### config.mk
export PLATFORM = sky130hd
export DESIGN_NAME = nx1_io_top
export DESIGN_NICKNAME = d
export VERILOG_FILES = /design/src/source/nx1_pkg.sv /design/src/source/nx1_spi_ctl_if.sv /design/src/source/nx1_bus_slave.sv /design/src/source/nx1_clkgen.sv /design/src/source/nx1_io_top.sv /design/src/source/nx1_mmc_spi.sv
export SDC_FILE = /design/constraint.sdc
export NUM_CORES = 1
export LEC_CHECK = 0
export BUFFER_PORTS_ARGS = -buffer_cell sky130_fd_sc_hd__clkbuf_2
export CAP_MARGIN = 30
export CORE_UTILIZATION = 30
export DETAILED_ROUTE_END_ITERATION = 8
export PLACE_DENSITY = 0.6
export SLEW_MARGIN = 0
export SYNTH_ARGS = -nofsm -noshare
export SYNTH_HDL_FRONTEND = slang
export SYNTH_SLANG_ARGS = --single-unit
export TNS_END_PERCENT = 20
### constraint.sdc
create_clock -name clk32M -period 1.5 [get_ports clk32M]
set_input_delay 0.075 -clock clk32M [delete_from_list [all_inputs] [get_ports clk32M]]
set_output_delay 0.075 -clock clk32M [all_outputs]
set_load 0.05 [all_outputs]
### src/source/nx1_pkg.sv
`default_nettype none

package nx1_pkg;

  // --------------------
  // bus geometry
  // --------------------
  localparam int ADDR_W = 16;                   // apb address, z80 style
  localparam int DATA_W = 8;                    // byte wide data path

  // --------------------
  // clock generator
  // --------------------
  localparam logic [2:0] CPU_RISE_CNT = 3'd6;   // divider count flagging cpu_clk rise
  localparam logic [2:0] CPU_FALL_CNT = 3'd2;   // divider count flagging cpu_clk fall
  localparam logic [3:0] RESET_HOLD   = 4'd15;  // last prescaler count of sys_reset

  // --------------------
  // read path / spi window
  // --------------------
  localparam logic [DATA_W-1:0] BUS_FREE = 8'hff; // pulled-up data bus, unmapped reads

  // a[15:7] of the window, 0x1a00..0x1a7f
  localparam logic [8:0] SPI_PAGE = 9'h034;

  // one bus address, seen either as a plain word or as an spi command
  // the command rides in the low address bits, data byte is the shift value
  typedef union packed {
    logic [ADDR_W-1:0] raw;                     // address as driven on the bus
    struct packed {
      logic [8:0] page;                         // window select, compare to SPI_PAGE
      logic       keep;                         // 1 = leave shift register as is
      logic       mmc_sel;                      // bit 5, card select
      logic       unused;                       // bit 4, was config rom select
      logic [3:0] bit_cnt;                      // bits to shift, 0 = no transfer
    } cmd;
  } spi_addr_u;

  // window layout at a glance
  //   0x1a0n  load byte, shift n bits, card off
  //   0x1a2n  load byte, shift n bits, card on
  //   0x1a6n  keep register, shift n bits, card on

endpackage

`default_nettype wire

### src/source/nx1_spi_ctl_if.sv
`default_nettype none

// command / status link between apb slave and mmc shift engine
interface nx1_spi_ctl_if;

  // --------------------
  // slave -> engine
  // --------------------
  logic                         start;  // one cycle, command accepted
  nx1_pkg::spi_addr_u           cmd;    // address word holding the command fields
  logic [nx1_pkg::DATA_W-1:0]   wdata;  // byte to load, unless keep

  // --------------------
  // engine -> slave
  // --------------------
  logic                         busy;   // bit counter not yet zero
  logic [nx1_pkg::DATA_W-1:0]   rdata;  // live shift register

  modport bus (
    output start, cmd, wdata,
    input  busy, rdata
  );

  modport engine (
    input  start, cmd, wdata,
    output busy, rdata
  );

endinterface

`default_nettype wire

### src/source/nx1_bus_slave.sv
`default_nettype none

module nx1_bus_slave (
  input  logic                         clk32M,
  input  logic                         sys_reset,
  input  logic                         psel,
  input  logic                         penable,
  input  logic                         pwrite,
  input  logic [nx1_pkg::ADDR_W-1:0]   paddr,
  input  logic [nx1_pkg::DATA_W-1:0]   pwdata,
  output logic [nx1_pkg::DATA_W-1:0]   prdata,
  output logic                         pready,
  nx1_spi_ctl_if.bus                   spi
);

  nx1_pkg::spi_addr_u addr_v;   // paddr seen as command
  logic               setup;    // apb setup phase
  logic               access;   // apb access phase
  logic               win_hit;  // address inside the spi window
  logic               win_q;    // window decode, held through the access
  logic               done;     // transfer completes this edge

  // --------------------
  // address decode
  // --------------------
  assign addr_v.raw = paddr;
  assign win_hit    = (addr_v.cmd.page == nx1_pkg::SPI_PAGE);

  assign setup  = psel & ~penable;
  assign access = psel & penable;

  // decode latched in setup, paddr is stable for the whole transfer
  always_ff @(posedge clk32M or posedge sys_reset)
  begin
    if (sys_reset)
    begin
      win_q <= 1'b0;
    end
    else if (setup)
    begin
      win_q <= win_hit;
    end
    else if (done)
    begin
      win_q <= 1'b0;                    // back to idle
    end
  end

  // --------------------
  // wait generation
  // --------------------
  // only the window stalls, everything else is zero wait
  assign pready = ~(win_q & spi.busy);
  assign done   = access & pready;

  // --------------------
  // spi command issue
  // --------------------
  // one start per completed window write, engine latches on this edge
  assign spi.start = done & pwrite & win_q;
  assign spi.cmd   = addr_v;            // count, select and keep from a[6:0]
  assign spi.wdata = pwdata;

  // --------------------
  // read multiplexer
  // --------------------
  // only two sources left, window or floating bus
  always_comb
  begin
    if (win_q)
      prdata = spi.rdata;               // shift register, rx byte
    else
      prdata = nx1_pkg::BUS_FREE;       // nobody drives, pull-ups
  end

endmodule

`default_nettype wire

### src/source/nx1_clkgen.sv
`default_nettype none

module nx1_clkgen (
  input  logic clk32M,
  input  logic clk_reset,
  input  logic ipl_n,       // front panel ipl button, low active
  output logic cpu_clk,     // 4 MHz, even duty
  output logic clk2m,       // 2 MHz for psg style timing
  output logic sys_reset
);

  logic [3:0] presc;        // free running /16
  logic       reset_dly;    // power-on hold
  logic [2:0] cpu_div;      // /8 for the cpu clock
  logic       cpu_rise;     // registered rise flag
  logic       cpu_fall;     // registered fall flag

  // --------------------
  // prescaler, also the 2 MHz source
  // --------------------
  always_ff @(posedge clk32M or posedge clk_reset)
  begin
    if (clk_reset)
    begin
      presc <= 4'd0;
    end
    else
    begin
      presc <= presc + 4'd1;
    end
  end

  assign clk2m = presc[3];  // 8 high, 8 low

  // --------------------
  // system reset
  // --------------------
  // held until the prescaler wraps once, 16 edges
  always_ff @(posedge clk32M or posedge clk_reset)
  begin
    if (clk_reset)
    begin
      reset_dly <= 1'b1;
    end
    else if (presc == nx1_pkg::RESET_HOLD)
    begin
      reset_dly <= 1'b0;
    end
  end

  assign sys_reset = reset_dly | ~ipl_n;    // ipl button restarts the io side too

  // --------------------
  // cpu clock divider
  // --------------------
  // flags are one cycle late, so the divider restarts on the cycle after count 6
  always_ff @(posedge clk32M or posedge clk_reset)
  begin
    if (clk_reset)
    begin
      cpu_div  <= 3'd0;
      cpu_rise <= 1'b0;
      cpu_fall <= 1'b0;
      cpu_clk  <= 1'b0;
    end
    else
    begin
      cpu_div  <= cpu_rise ? 3'd0 : cpu_div + 3'd1;       // period 8
      cpu_rise <= (cpu_div == nx1_pkg::CPU_RISE_CNT);
      cpu_fall <= (cpu_div == nx1_pkg::CPU_FALL_CNT);
      if (cpu_rise)
        cpu_clk <= 1'b1;                                  // high at div 0..3
      else if (cpu_fall)
        cpu_clk <= 1'b0;                                  // low at div 4..7
    end
  end

endmodule

`default_nettype wire

### src/source/nx1_io_top.sv
`default_nettype none

module nx1_io_top (
  input  logic                         clk32M,
  input  logic                         clk_reset,
  input  logic                         ipl_n,

  // apb slave port
  input  logic                         psel,
  input  logic                         penable,
  input  logic                         pwrite,
  input  logic [nx1_pkg::ADDR_W-1:0]   paddr,
  input  logic [nx1_pkg::DATA_W-1:0]   pwdata,
  output logic [nx1_pkg::DATA_W-1:0]   prdata,
  output logic                         pready,

  // mmc card
  output logic                         mmc_clk,
  output logic                         mmc_cs,
  output logic                         mmc_dout,
  input  logic                         mmc_din,

  // derived clocks
  output logic                         cpu_clk,
  output logic                         clk2m
);

  logic sys_reset;      // delayed reset or ipl

  nx1_spi_ctl_if spi_ctl ();

  // --------------------
  // clocks and reset
  // --------------------
  nx1_clkgen u_clkgen (
    .clk32M    (clk32M),
    .clk_reset (clk_reset),
    .ipl_n     (ipl_n),
    .cpu_clk   (cpu_clk),
    .clk2m     (clk2m),
    .sys_reset (sys_reset)
  );

  // --------------------
  // bus side
  // --------------------
  nx1_bus_slave u_bus_slave (
    .clk32M    (clk32M),
    .sys_reset (sys_reset),
    .psel      (psel),
    .penable   (penable),
    .pwrite    (pwrite),
    .paddr     (paddr),
    .pwdata    (pwdata),
    .prdata    (prdata),
    .pready    (pready),
    .spi       (spi_ctl.bus)
  );

  // --------------------
  // mmc spi
  // --------------------
  nx1_mmc_spi u_mmc_spi (
    .clk32M    (clk32M),
    .sys_reset (sys_reset),
    .spi       (spi_ctl.engine),
    .mmc_clk   (mmc_clk),
    .mmc_cs    (mmc_cs),
    .mmc_dout  (mmc_dout),
    .mmc_din   (mmc_din)
  );

endmodule

`default_nettype wire

### src/source/nx1_mmc_spi.sv
`default_nettype none

module nx1_mmc_spi (
  input  logic        clk32M,
  input  logic        sys_reset,
  nx1_spi_ctl_if.engine spi,
  output logic        mmc_clk,    // spi clock, idle low
  output logic        mmc_cs,     // card select, low active
  output logic        mmc_dout,   // to card di / sd cmd
  input  logic        mmc_din     // from card do / sd dat0
);

  logic                         sclk;     // serial clock state
  logic                         sel;      // latched mmc_sel
  logic [3:0]                   cnt;      // bits left
  logic [nx1_pkg::DATA_W-1:0]   sreg;     // shift register, lsb out first
  logic                         dout;     // output bit register
  logic                         din_g;    // gated serial input

  // --------------------
  // input gating
  // --------------------
  // card off, zeros shift in
  assign din_g = sel ? mmc_din : 1'b0;

  // --------------------
  // shift engine
  // --------------------
  always_ff @(posedge clk32M or posedge sys_reset)
  begin
    if (sys_reset)
    begin
      sclk <= 1'b0;
      sel  <= 1'b0;
      cnt  <= 4'd0;
      sreg <= '0;
      dout <= 1'b0;
    end
    else if (spi.start)
    begin
      // new command, slave only starts us when idle
      cnt <= spi.cmd.cmd.bit_cnt;
      sel <= spi.cmd.cmd.mmc_sel;
      if (!spi.cmd.cmd.keep)
        sreg <= spi.wdata;                  // else continue on old contents
    end
    else if (cnt != 4'd0)
    begin
      sclk <= ~sclk;                        // two cycles per bit
      if (!sclk)
      begin
        // rising edge of mmc_clk
        dout <= sreg[0];                    // lsb first out
        sreg <= {din_g, sreg[nx1_pkg::DATA_W-1:1]}; // lsb first in
      end
      else
      begin
        cnt <= cnt - 4'd1;                  // falling edge ends the bit
      end
    end
  end

  // --------------------
  // outputs
  // --------------------
  assign mmc_clk  = sclk;
  assign mmc_cs   = ~sel;
  assign mmc_dout = dout;

  assign spi.busy  = (cnt != 4'd0);
  assign spi.rdata = sreg;                  // readable any time, stable when idle

endmodule

`default_nettype wire

==> summary.txt, run 1 <==
Floorplan
  – I/O pin cnt: 45
  – Starting Density: 32.3%
  – Die Y: 68.8 um
  – Core ar.: 4140 um2
  – Total Die Area: 4730 um2
  – Std cell rows: 23
  – Chip Width: 68.8 um

Run status
  – Status: finished, violations left
  – Violated checks: negative setup slack

Clock tree
  – TritonCTS clock tree: yes
  – Clock tree sinks: 27
  – Clk buf depth: 2
  – H-tree Lvls: 1
  – CTS Buf Count: 3
  – Clock slew at reported path FFs: 0.09 ns
  – Worst-Skew Late Latency: 0.27 ns
  – Root Driver: clkbuf_8

Synth
  – Sequential fraction of the synthesis area: 50.6%
  – Synth Area per Inst: 11.1 um2
  – Syn Nets: 155
  – Netlist cell types: 30
  – Mapped cell area: 1340 um2
  – Mapped Cells: 120
  – Seq cells post-synth: 27
  – Ys Warns: 0

Worst setup path
  – Crit path kind: register to register
  – Beginning of the critical path: u_mmc_spi.cnt[1]
  – CP arrival: 1.94 ns
  – WP data required: 1.66 ns
  – RR Startpoint: u_mmc_spi.cnt[1]
  – Reg2Reg Setup Slack: -0.28 ns
  – CP Launch Type: register
  – R2r endpoint: u_mmc_spi.spi.rdata[5]
  – Reg2reg path depth: 7
  – CP Capture Type: register
  – Crit-path max FO: 6

Global routing
  – Antenna violations before repair: 0
  – Total gr overflow: 0
  – First-pass GRT wire length: 4840 um
  – GRT Total Usage: 14.0%
  – Vias in the first global route: 1135
  – Pin count of the biggest net entering global routing: 17

Pwr
  – Leak pwr: 0.959 nW
  – Total power draw: 2.89 mW
  – Pwr dens: 1500 nW/um2
  – Worst VDD drop: 0.000752 V

Finish
  – Layout area overhead: 43.7%
  – Nets: 224
  – Final core area utilization: 46.4%
  – Layout cells sized above 1: 52.7%
  – N_diodes: 0
  – Fillers: 389

Placement
  – RD Place Congestion: 0.854
  – Dpl hpwl: 2310 um
  – Port bufs: 43

Detailed routing
  – Drt total wl: 2950 um
  – Antenna-violating nets left: 0
  – DRT iter0 DRCs: 36
  – Drt wl/cell: 12.4 um
  – DRC viols: 0
  – Vias: 1103
  – Vias per cell: 4.63
  – Pre-antenna DRT Iters: 4

Timing
  – Final Hold Fails: 0
  – Final worst setup slack: -0.276 ns
  – Minimum clock period: 1.78 ns
  – Max Transition Viols Final: 0
  – RSZ-0062 raised after global routing: true
  – Hold slack: 0.00452 ns
  – Worst Tran Pin Value: 0.393 ns
  – Period utilisation layout: 118%
  – Max Freq: 563 MHz
  – Rel. slew slack: 73.8%
  – Clk_skew: 0.00335 ns
  – Setup violators final: 13

Hold path
  – Min-Delay Path Class: input port to register
  – Hold depth: 3
  – Hold path start: paddr[5]
  – Hold Path Sink: u_mmc_spi.sel

Job
  – Max-cap violations: 0
-- report_power, final --
group | internal [mW] | switching (mW) | leakage, nW
Clock | 0.188 | 0.226 | 0.0217
Sequential | 0.932 | 0.156 | 0.322
Combinational | 0.833 | 0.551 | 0.615
-- cell usage after synthesis, drive strengths merged --
cell,n,share of area [%]
dfrtp,26,49
mux2,17,15
nor2,15,4.2
inv,10,2.8
nand2b,8,3.7
nand2,6,1.7
ha,4,3.7
nand3,4,1.5
a31oi,3,1.4
and2,3,1.4
o21ai,3,1.1
a211oi,2,1.1
a21o,2,1.1
a21oi,2,1.6
nor2b,2,0.94
xnor2,2,1.3
a211o,1,0.65
a32o,1,0.75
and4,1,0.84
buf,1,0.84
clkbuf,1,0.28
dfstp,1,2.0
nor3b,1,1.4
nor4,1,0.47
or2b,1,0.56
or3b,1,0.65
xor2,1,0.65
-- layout by cell type (no fill, tap or decap), types with 2 or more instances in the layout --
master         instances
inv_2                  2
nand2b_1               8
nor2_1                14
a21o_1                 2
ha_1                   3
clkbuf_2              42
nand2_1                5
o21ai_0                2
nor2b_1                2
and2_4                 2
clkbuf_8               3
buf_6                  2
inv_1                  8
dfrtp_1               26
xnor2_1                2
nand3_1                4
mux2_4                 8
a31oi_1                3
dlygate4sd3_1          2
buf_4                 18
mux2_2                 9
-- final cells by class --
cell class	instances	area, um2	share of cell area, %
sequential	27	677	35.2
timing repair buffer	66	423	22.0
inverter	10	37.5	1.95
clock buffer	3	41.3	2.15
tap	50	62.6	3.26
clock inverter	1	7.51	0.391
multi-input combinational	81	673	35.0
-- cell families (layout without fill, tap and decap cells) --
group           count (synthesis)  in the layout  synth area share, %
buf+inv                        12             80                 3.93
simple gates                   43             43                 17.4
flops                          27             27                 50.6
fa+ha+maj                       4              4                 3.74
mux                            17             17                 14.6
compound gates                 14             14                 7.76
xor+xnor                        3              3                 1.96
-- flip-flops by register name, summed over array words and instances, names as in the netlist --
register             cells
u_clkgen.cpu_clk         1
u_clkgen.cpu_rise        1
u_mmc_spi.spi.rdata      8
u_bus_slave.win_q        1
u_mmc_spi.cnt            4
u_clkgen.cpu_fall        1
u_clkgen.presc           4
u_mmc_spi.mmc_clk        1
u_clkgen.reset_dly       1
u_mmc_spi.mmc_dout       1
u_mmc_spi.sel            1
u_clkgen.cpu_div         3
-- how the worst max path moves through the flow --
stage	end	slack (ns)	cells after the start
after detailed placement	u_mmc_spi.spi.rdata[5]	-0.38	7
after global routing	u_mmc_spi.spi.rdata[5]	-0.31	7
after floorplan	u_mmc_spi.spi.rdata[0]	-0.35	7
final	u_mmc_spi.spi.rdata[5]	-0.28	7
after CTS	u_mmc_spi.spi.rdata[4]	-0.29	7
after global placement	u_mmc_spi.spi.rdata[0]	-0.32	7
-- metal layers --
| metal | track usage, % | share of wire (%) |
|---|---|---|
| met4 | 2.30 | 0.44 |
| met5 | 0 | 0 |
| met3 | 5.26 | 7.7 |
| met2 | 25.7 | 51 |
| met1 | 15.4 | 40 |
-- stage by stage --
step	setup TNS, ns	instances	setup slack [ns]	cell area [um2]
detailed placement	-3.80	225	-0.381	1710
global placement	-3.24	225	-0.323	1710
finish	-2.47	238	-0.276	1920
CTS	-2.58	236	-0.292	1890
floorplan	-2.89	120	-0.352	1340
global route	-2.95	238	-0.306	1920
-- critical path: stages (launching register included) --
cell,delay (ns)
dfrtp_1,0.40
inv_2,0.08
ha_4,0.13
nor3b_4,0.18
and2_4,0.18
buf_6,0.12
mux2_4,0.30
mux2_2,0.26
-- timing repair --
item | 4_1_cts | 5_1_grt
hold endpoints to repair | 26 | 0
setup buffers | 5 | 2
endpoints found under the setup margin | 14 | 14
pin swaps | 4 | 4
gates cloned | 0 | 0
hold buffers | 2 | 0
gates resized for setup | 17 | 7
(Power assumes the default switching activity.)
==> inputs of run 2 (changes only) <==
--- a/config.mk
+++ b/config.mk
@@ -7,6 +7,7 @@
 export LEC_CHECK = 0
 export BUFFER_PORTS_ARGS = -buffer_cell sky130_fd_sc_hd__clkbuf_2
 export CAP_MARGIN = 30
+export CORE_ASPECT_RATIO = 0.7
 export CORE_UTILIZATION = 30
 export DETAILED_ROUTE_END_ITERATION = 8
 export PLACE_DENSITY = 0.6
==> run 2 against run 1 <==
  * The flow still finishes with violations (negative setup slack)
  * Total power grew 2.6%
  * Register-to-register slack about the same
  * Worst hold slack improved by 0.011 ns
  * Final cell count did not move
  * Wire length grew 1.1%
  * Flip-flop and latch count stayed put
  * Die area is essentially flat
  * Clock skew decreased by 0.0012 ns
==> summary.txt, run 2 (same netlist as run 1, synthesis figures left out) <==
Timing
  – Final worst setup slack: -0.281 ns
  – Final TNS setup: -2.88 ns
  – Clk_skew: 0.00213 ns
  – Period utilisation layout: 119%
  – Max Transition Viols Final: 0
  – Hold slack: 0.0152 ns
  – Minimum clock period: 1.78 ns
  – Worst Tran Pin Value: 0.403 ns
  – Final Hold Fails: 0
  – Setup violators final: 14
  – Max Freq: 561 MHz
  – Rel. slew slack: 73.1%
  – RSZ-0062 raised after global routing: true

Clock tree
  – Worst-Skew Late Latency: 0.27 ns
  – CTS Buf Count: 3
  – Clock tree sinks: 27
  – Root Driver: clkbuf_8
  – Clk buf depth: 2
  – H-tree Lvls: 1
  – Clock slew at reported path FFs: 0.10 ns
  – TritonCTS clock tree: yes

Floorplan
  – Chip Width: 81.8 um
  – Die Y: 57.9 um
  – Total Die Area: 4730 um2
  – Starting Density: 32.7%
  – Std cell rows: 19
  – I/O pin cnt: 45
  – Core ar.: 4090 um2

Run status
  – Status: finished, violations left
  – Violated checks: negative setup slack

Detailed routing
  – DRT iter0 DRCs: 33
  – Pre-antenna DRT Iters: 4
  – DRC viols: 0
  – Vias per cell: 4.66
  – Drt total wl: 2980 um
  – Antenna-violating nets left: 0
  – Vias: 1110
  – Drt wl/cell: 12.5 um

Finish
  – Nets: 222
  – Layout area overhead: 43.9%
  – Fin cells: 238
  – Layout cells sized above 1: 52.7%
  – Most frequent cells in the layout: 42 x clkbuf_2, 26 x dfrtp_1, 15 x buf_4
  – Most common cell after layout, fill and taps aside: clkbuf_2
  – N_diodes: 0
  – Max reg flops: 8
  – Final instance area: 1920 um2

Worst setup path
  – Crit path kind: register to primary output
  – WP data required: 1.42 ns
  – Reg2Reg Setup Slack: -0.28 ns
  – CP arrival: 1.71 ns
  – Worst path max stage delay: 0.40 ns
  – Slowest cell on the critical path: dfrtp_1
  – CP Launch Type: register
  – Crit-path max FO: 3
  – Critical-path cell list: inv_2 -> ha_4 -> buf_4 -> or3b_4 -> buf_6 -> nand2_4 -> buf_12
  – CP top delay family: simple AND/OR/NAND/NOR gates
  – WP buf/inv: 4
  – CP Capture Type: primary output

Pwr
  – Pwr dens: 1540 nW/um2
  – P_int: 1.98 mW
  – Worst VDD drop: 0.000578 V
  – P_sw: 0.986 mW
  – Clock share of power: 14.8%
  – Leak pwr: 0.958 nW
  – Reg power frac: 36.7%
  – Net Sw Frac: 33.3%
  – Comb pwr share: 48.5%

Global routing
  – First-pass GRT wire length: 5020 um
  – GRT Total Usage: 13.8%
  – Antenna violations before repair: 0
  – Pin count of the biggest net entering global routing: 18
  – Total gr overflow: 0
  – Vias in the first global route: 1143

Placement
  – Dpl hpwl: 2300 um
  – Placed cells: 228
  – RD Place Congestion: 0.726
  – Port bufs: 43
  – Post-DP Area: 1730 um2

Job
  – Max-cap violations: 0

Hold path
  – Min-Delay Path Class: input port to register
==> run 2: power groups by stage <==
stage | combinational, mW | clock (mW) | sequential [mW]
after floorplan | 0.626 | 0 | 1.17
after global placement | 1.06 | 0 | 1.07
after detailed placement | 1.10 | 0 | 1.08
after CTS | 1.37 | 0.462 | 1.08
after global routing | 1.56 | 0.485 | 1.12
final | 1.44 | 0.438 | 1.09
==> run 2: final cells by class <==
| class | instances | area (um2) |
|---|---|---|
| clock buffers | 3 | 41.3 |
| clock inverters | 1 | 8.76 |
| fillers | 397 | 2160 |
| repair buffers | 64 | 408 |
| multi-input cells | 81 | 687 |
| inverters | 10 | 37.5 |
| flip-flops and latches | 27 | 677 |
| well taps | 52 | 65.1 |
==> run 2: what timing repair did <==
| action | CTS | global route |
|---|---|---|
| setup buffers | 4 | 0 |
| pin swaps | 4 | 2 |
| gates cloned | 0 | 0 |
| setup endpoints to repair | 14 | 15 |
| gates resized for setup | 19 | 6 |
| endpoints found under the hold margin | 26 | 0 |
| hold buffers | 2 | 0 |
==> run 2: metal layers <==
layer / global-route usage (%) / share of wire, %
met1: 18.3 / 47
met2: 23.6 / 47
met3: 3.78 / 5.8
met4: 0.752 / 0.57
met5: 0 / 0
==> run 2: worst paths after layout <==
check | startpoint | end | depth (start not counted)
max | u_mmc_spi.cnt[1] | pready | 7
min | paddr[5] | u_mmc_spi.sel | 3
max reg2reg | u_mmc_spi.cnt[1] | u_mmc_spi.spi.rdata[1] | 7
min reg2reg | u_clkgen.reset_dly | u_mmc_spi.cnt[0] | 2
max in group asynchronous | clk_reset | u_clkgen.reset_dly | 3
min in group asynchronous | clk_reset | u_clkgen.cpu_div[0] | 3
==> run 2: through the flow <==
step / power, mW / utilization [%] / worst slack [ns]
after floorplan: 1.80 / - / -0.352
after global placement: 2.13 / 42.4 / -0.304
after detailed placement: 2.19 / 42.4 / -0.338
after CTS: 2.91 / 46.5 / -0.282
after global routing: 3.16 / 47.1 / -0.370
final: 2.96 / 47.1 / -0.281
==> run 2: worst reg2reg max path, delay by kind of cell (launching register included) <==
kind	cells	cell delay, ns
adder cells (fa/ha/maj)	1	0.13
multiplexers	2	0.58
flip-flops	1	0.40
AND/OR/NAND/NOR	2	0.33
buffers and inverters	2	0.23
==> inputs of run 3 (changes only) <==
--- a/config.mk
+++ b/config.mk
@@ -10,7 +10,8 @@
 export CORE_ASPECT_RATIO = 0.7
 export CORE_UTILIZATION = 30
 export DETAILED_ROUTE_END_ITERATION = 8
-export PLACE_DENSITY = 0.6
+export HOLD_SLACK_MARGIN = 0.12
+export PLACE_DENSITY = 0.62
 export SLEW_MARGIN = 0
 export SYNTH_ARGS = -nofsm -noshare
 export SYNTH_HDL_FRONTEND = slang
==> constraint.sdc (replaced) <==
create_clock -name clk32M -period 1.4 [get_ports clk32M]
set_input_delay 0.07 -clock clk32M [delete_from_list [all_inputs] [get_ports clk32M]]
set_output_delay 0.07 -clock clk32M [all_outputs]
set_load 0.05 [all_outputs]
==> run 3 against run 2 <==
  * The flow still finishes with violations (negative setup slack)
  * Final cell count up 2.5%
  * Combinational power increased by 8%
  * Worst hold slack improved by 0.14 ns
  * Flip-flop and latch count unchanged
  * Total power grew 6.6%
  * Clock-buffer cell count unchanged
  * Global-route usage decreased by 0.33 points
  * Setup slack got worse by 0.092 ns
  * Wire length is 1.8% lower
  * Largest cell class unchanged
==> summary.txt, run 3 (same netlist as run 1, synthesis figures left out) <==
Placement
  – Dpl hpwl: 2180 um
  – RD Place Congestion: 0.780
  – Placed cells: 231
  – DP Worst Slack: -0.425 ns
  – Port bufs: 43

Clock tree
  – TritonCTS clock tree: yes
  – Worst-Skew Late Latency: 0.27 ns
  – CTS Buf Count: 3
  – Root Driver: clkbuf_8
  – Clk buf depth: 2
  – Clock slew at reported path FFs: 0.09 ns
  – Clock tree sinks: 27
  – H-tree Lvls: 1

Worst setup path
  – Crit path kind: register to register
  – Crit-path max FO: 4
  – CP Launch Type: register
  – Beginning of the critical path: u_mmc_spi.cnt[0]
  – CP Capture Type: register
  – CP arrival: 1.93 ns
  – RR Startpoint: u_mmc_spi.cnt[0]
  – WP data required: 1.56 ns

Finish
  – Fin cells: 244
  – Layout area overhead: 49.2%
  – N_diodes: 0
  – Max reg flops: 8
  – Layout cells sized above 1: 52.1%
  – Nets: 228
  – Most common cell after layout, fill and taps aside: clkbuf_2
  – Fillers: 378
  – Most frequent cells in the layout: 42 x clkbuf_2, 26 x dfrtp_1, 15 x buf_4

Global routing
  – Total gr overflow: 0
  – GRT Total Usage: 13.5%
  – Antenna violations before repair: 0
  – Pin count of the biggest net entering global routing: 17
  – Vias in the first global route: 1133
  – First-pass GRT wire length: 4860 um

Detailed routing
  – Antenna-violating nets left: 0
  – Vias per cell: 4.54
  – Drt total wl: 2930 um
  – Pre-antenna DRT Iters: 2
  – DRT iter0 DRCs: 56
  – Drt wl/cell: 12.0 um
  – Vias: 1108
  – DRC viols: 0

Pwr
  – Net Sw Frac: 32.2%
  – Total power draw: 3.16 mW
  – Pwr dens: 1580 nW/um2
  – Leak pwr: 0.992 nW
  – Worst VDD drop: 0.000659 V
  – Clock share of power: 13.9%
  – P_int: 2.14 mW
  – Reg power frac: 36.7%
  – P_sw: 1.02 mW
  – Comb pwr share: 49.4%

Timing
  – Final worst setup slack: -0.374 ns
  – Clk_skew: 0.00244 ns
  – Worst Tran Pin Value: 0.403 ns
  – Final TNS setup: -3.81 ns
  – Setup violators final: 14
  – Rel. slew slack: 73.1%
  – Max Freq: 564 MHz
  – Final Hold Fails: 0
  – RSZ-0062 raised after global routing: true
  – Minimum clock period: 1.77 ns
  – Max Transition Viols Final: 0
  – Period utilisation layout: 127%

Job
  – Max-cap violations: 0

Floorplan
  – Starting Density: 32.7%
  – I/O pin cnt: 45
  – Total Die Area: 4730 um2
  – Die Y: 57.9 um
  – Std cell rows: 19
  – Chip Width: 81.8 um
  – Core ar.: 4090 um2

Run status
  – Violated checks: negative setup slack
  – Status: finished, violations left

Hold path
  – Min-Delay Path Class: input port to register
  – Hold path start: pwdata[3]
## run 3: path summary, 6_finish.rpt
| check | end | slack, ns | cells past startpoint |
|---|---|---|---|
| max reg2reg | u_mmc_spi.spi.rdata[1] | -0.37 | 7 |
| min reg2reg | u_mmc_spi.cnt[1] | 0.37 | 2 |
| max | u_mmc_spi.spi.rdata[1] | -0.37 | 7 |
| max in group asynchronous | u_clkgen.reset_dly | 0.77 | 3 |
| min in group asynchronous | u_clkgen.cpu_fall | 0.31 | 3 |
| min | u_mmc_spi.spi.rdata[3] | 0.16 | 3 |
## run 3: stage by stage
step | hold slack [ns] | instance area (um2) | util [%]
floorplan | -0.0783 | 1340 | -
global placement | 0.0422 | 1760 | 42.9
detailed placement | 0.0459 | 1760 | 42.9
CTS | 0.138 | 1940 | 47.5
global route | 0.163 | 2000 | 48.8
finish | 0.156 | 2000 | 48.8
## run 3: layout make-up
class	instances	area [um2]	share of cell area, %
Multi-Input combinational cell	81	692	34.7
Tap cell	52	65.1	3.26
Inverter	10	37.5	1.88
Clock inverter	1	5.00	0.251
Timing Repair Buffer	70	478	23.9
Sequential cell	27	677	33.9
Clock buffer	3	41.3	2.07
## run 3: power by group through the flow
stage          Combinational, mW  Sequential, mW  Clock [mW]
3_3_place_gp                1.19            1.14           0
5_1_grt                     1.70            1.19       0.493
4_1_cts                     1.38            1.15       0.453
3_5_place_dp                1.21            1.16           0
6_report                    1.56            1.16       0.438
2_1_floorplan              0.671            1.25           0
## run 3: per-layer routing
layer / part of all wire [%] / global-route usage (%)
met1: 47 / 17.3
met2: 46 / 23.1
met3: 6.3 / 3.94
met4: 0.27 / 1.50
met5: 0 / 0
## run 3: critical path, stage by stage, from the launching register on
cell,delay (ns)
dfrtp_1,0.40
inv_2,0.08
ha_4,0.13
nor3b_4,0.19
and2_4,0.18
buf_6,0.12
mux2_4,0.30
mux2_2,0.26
## run 3: timing repair
action,4_1_cts,5_1_grt
endpoints found under the hold margin,32,0
setup endpoints to repair,14,16
gates cloned,0,0
resized for setup,17,12
pin swaps,7,2
hold buffers,7,0
setup buffers,1,1
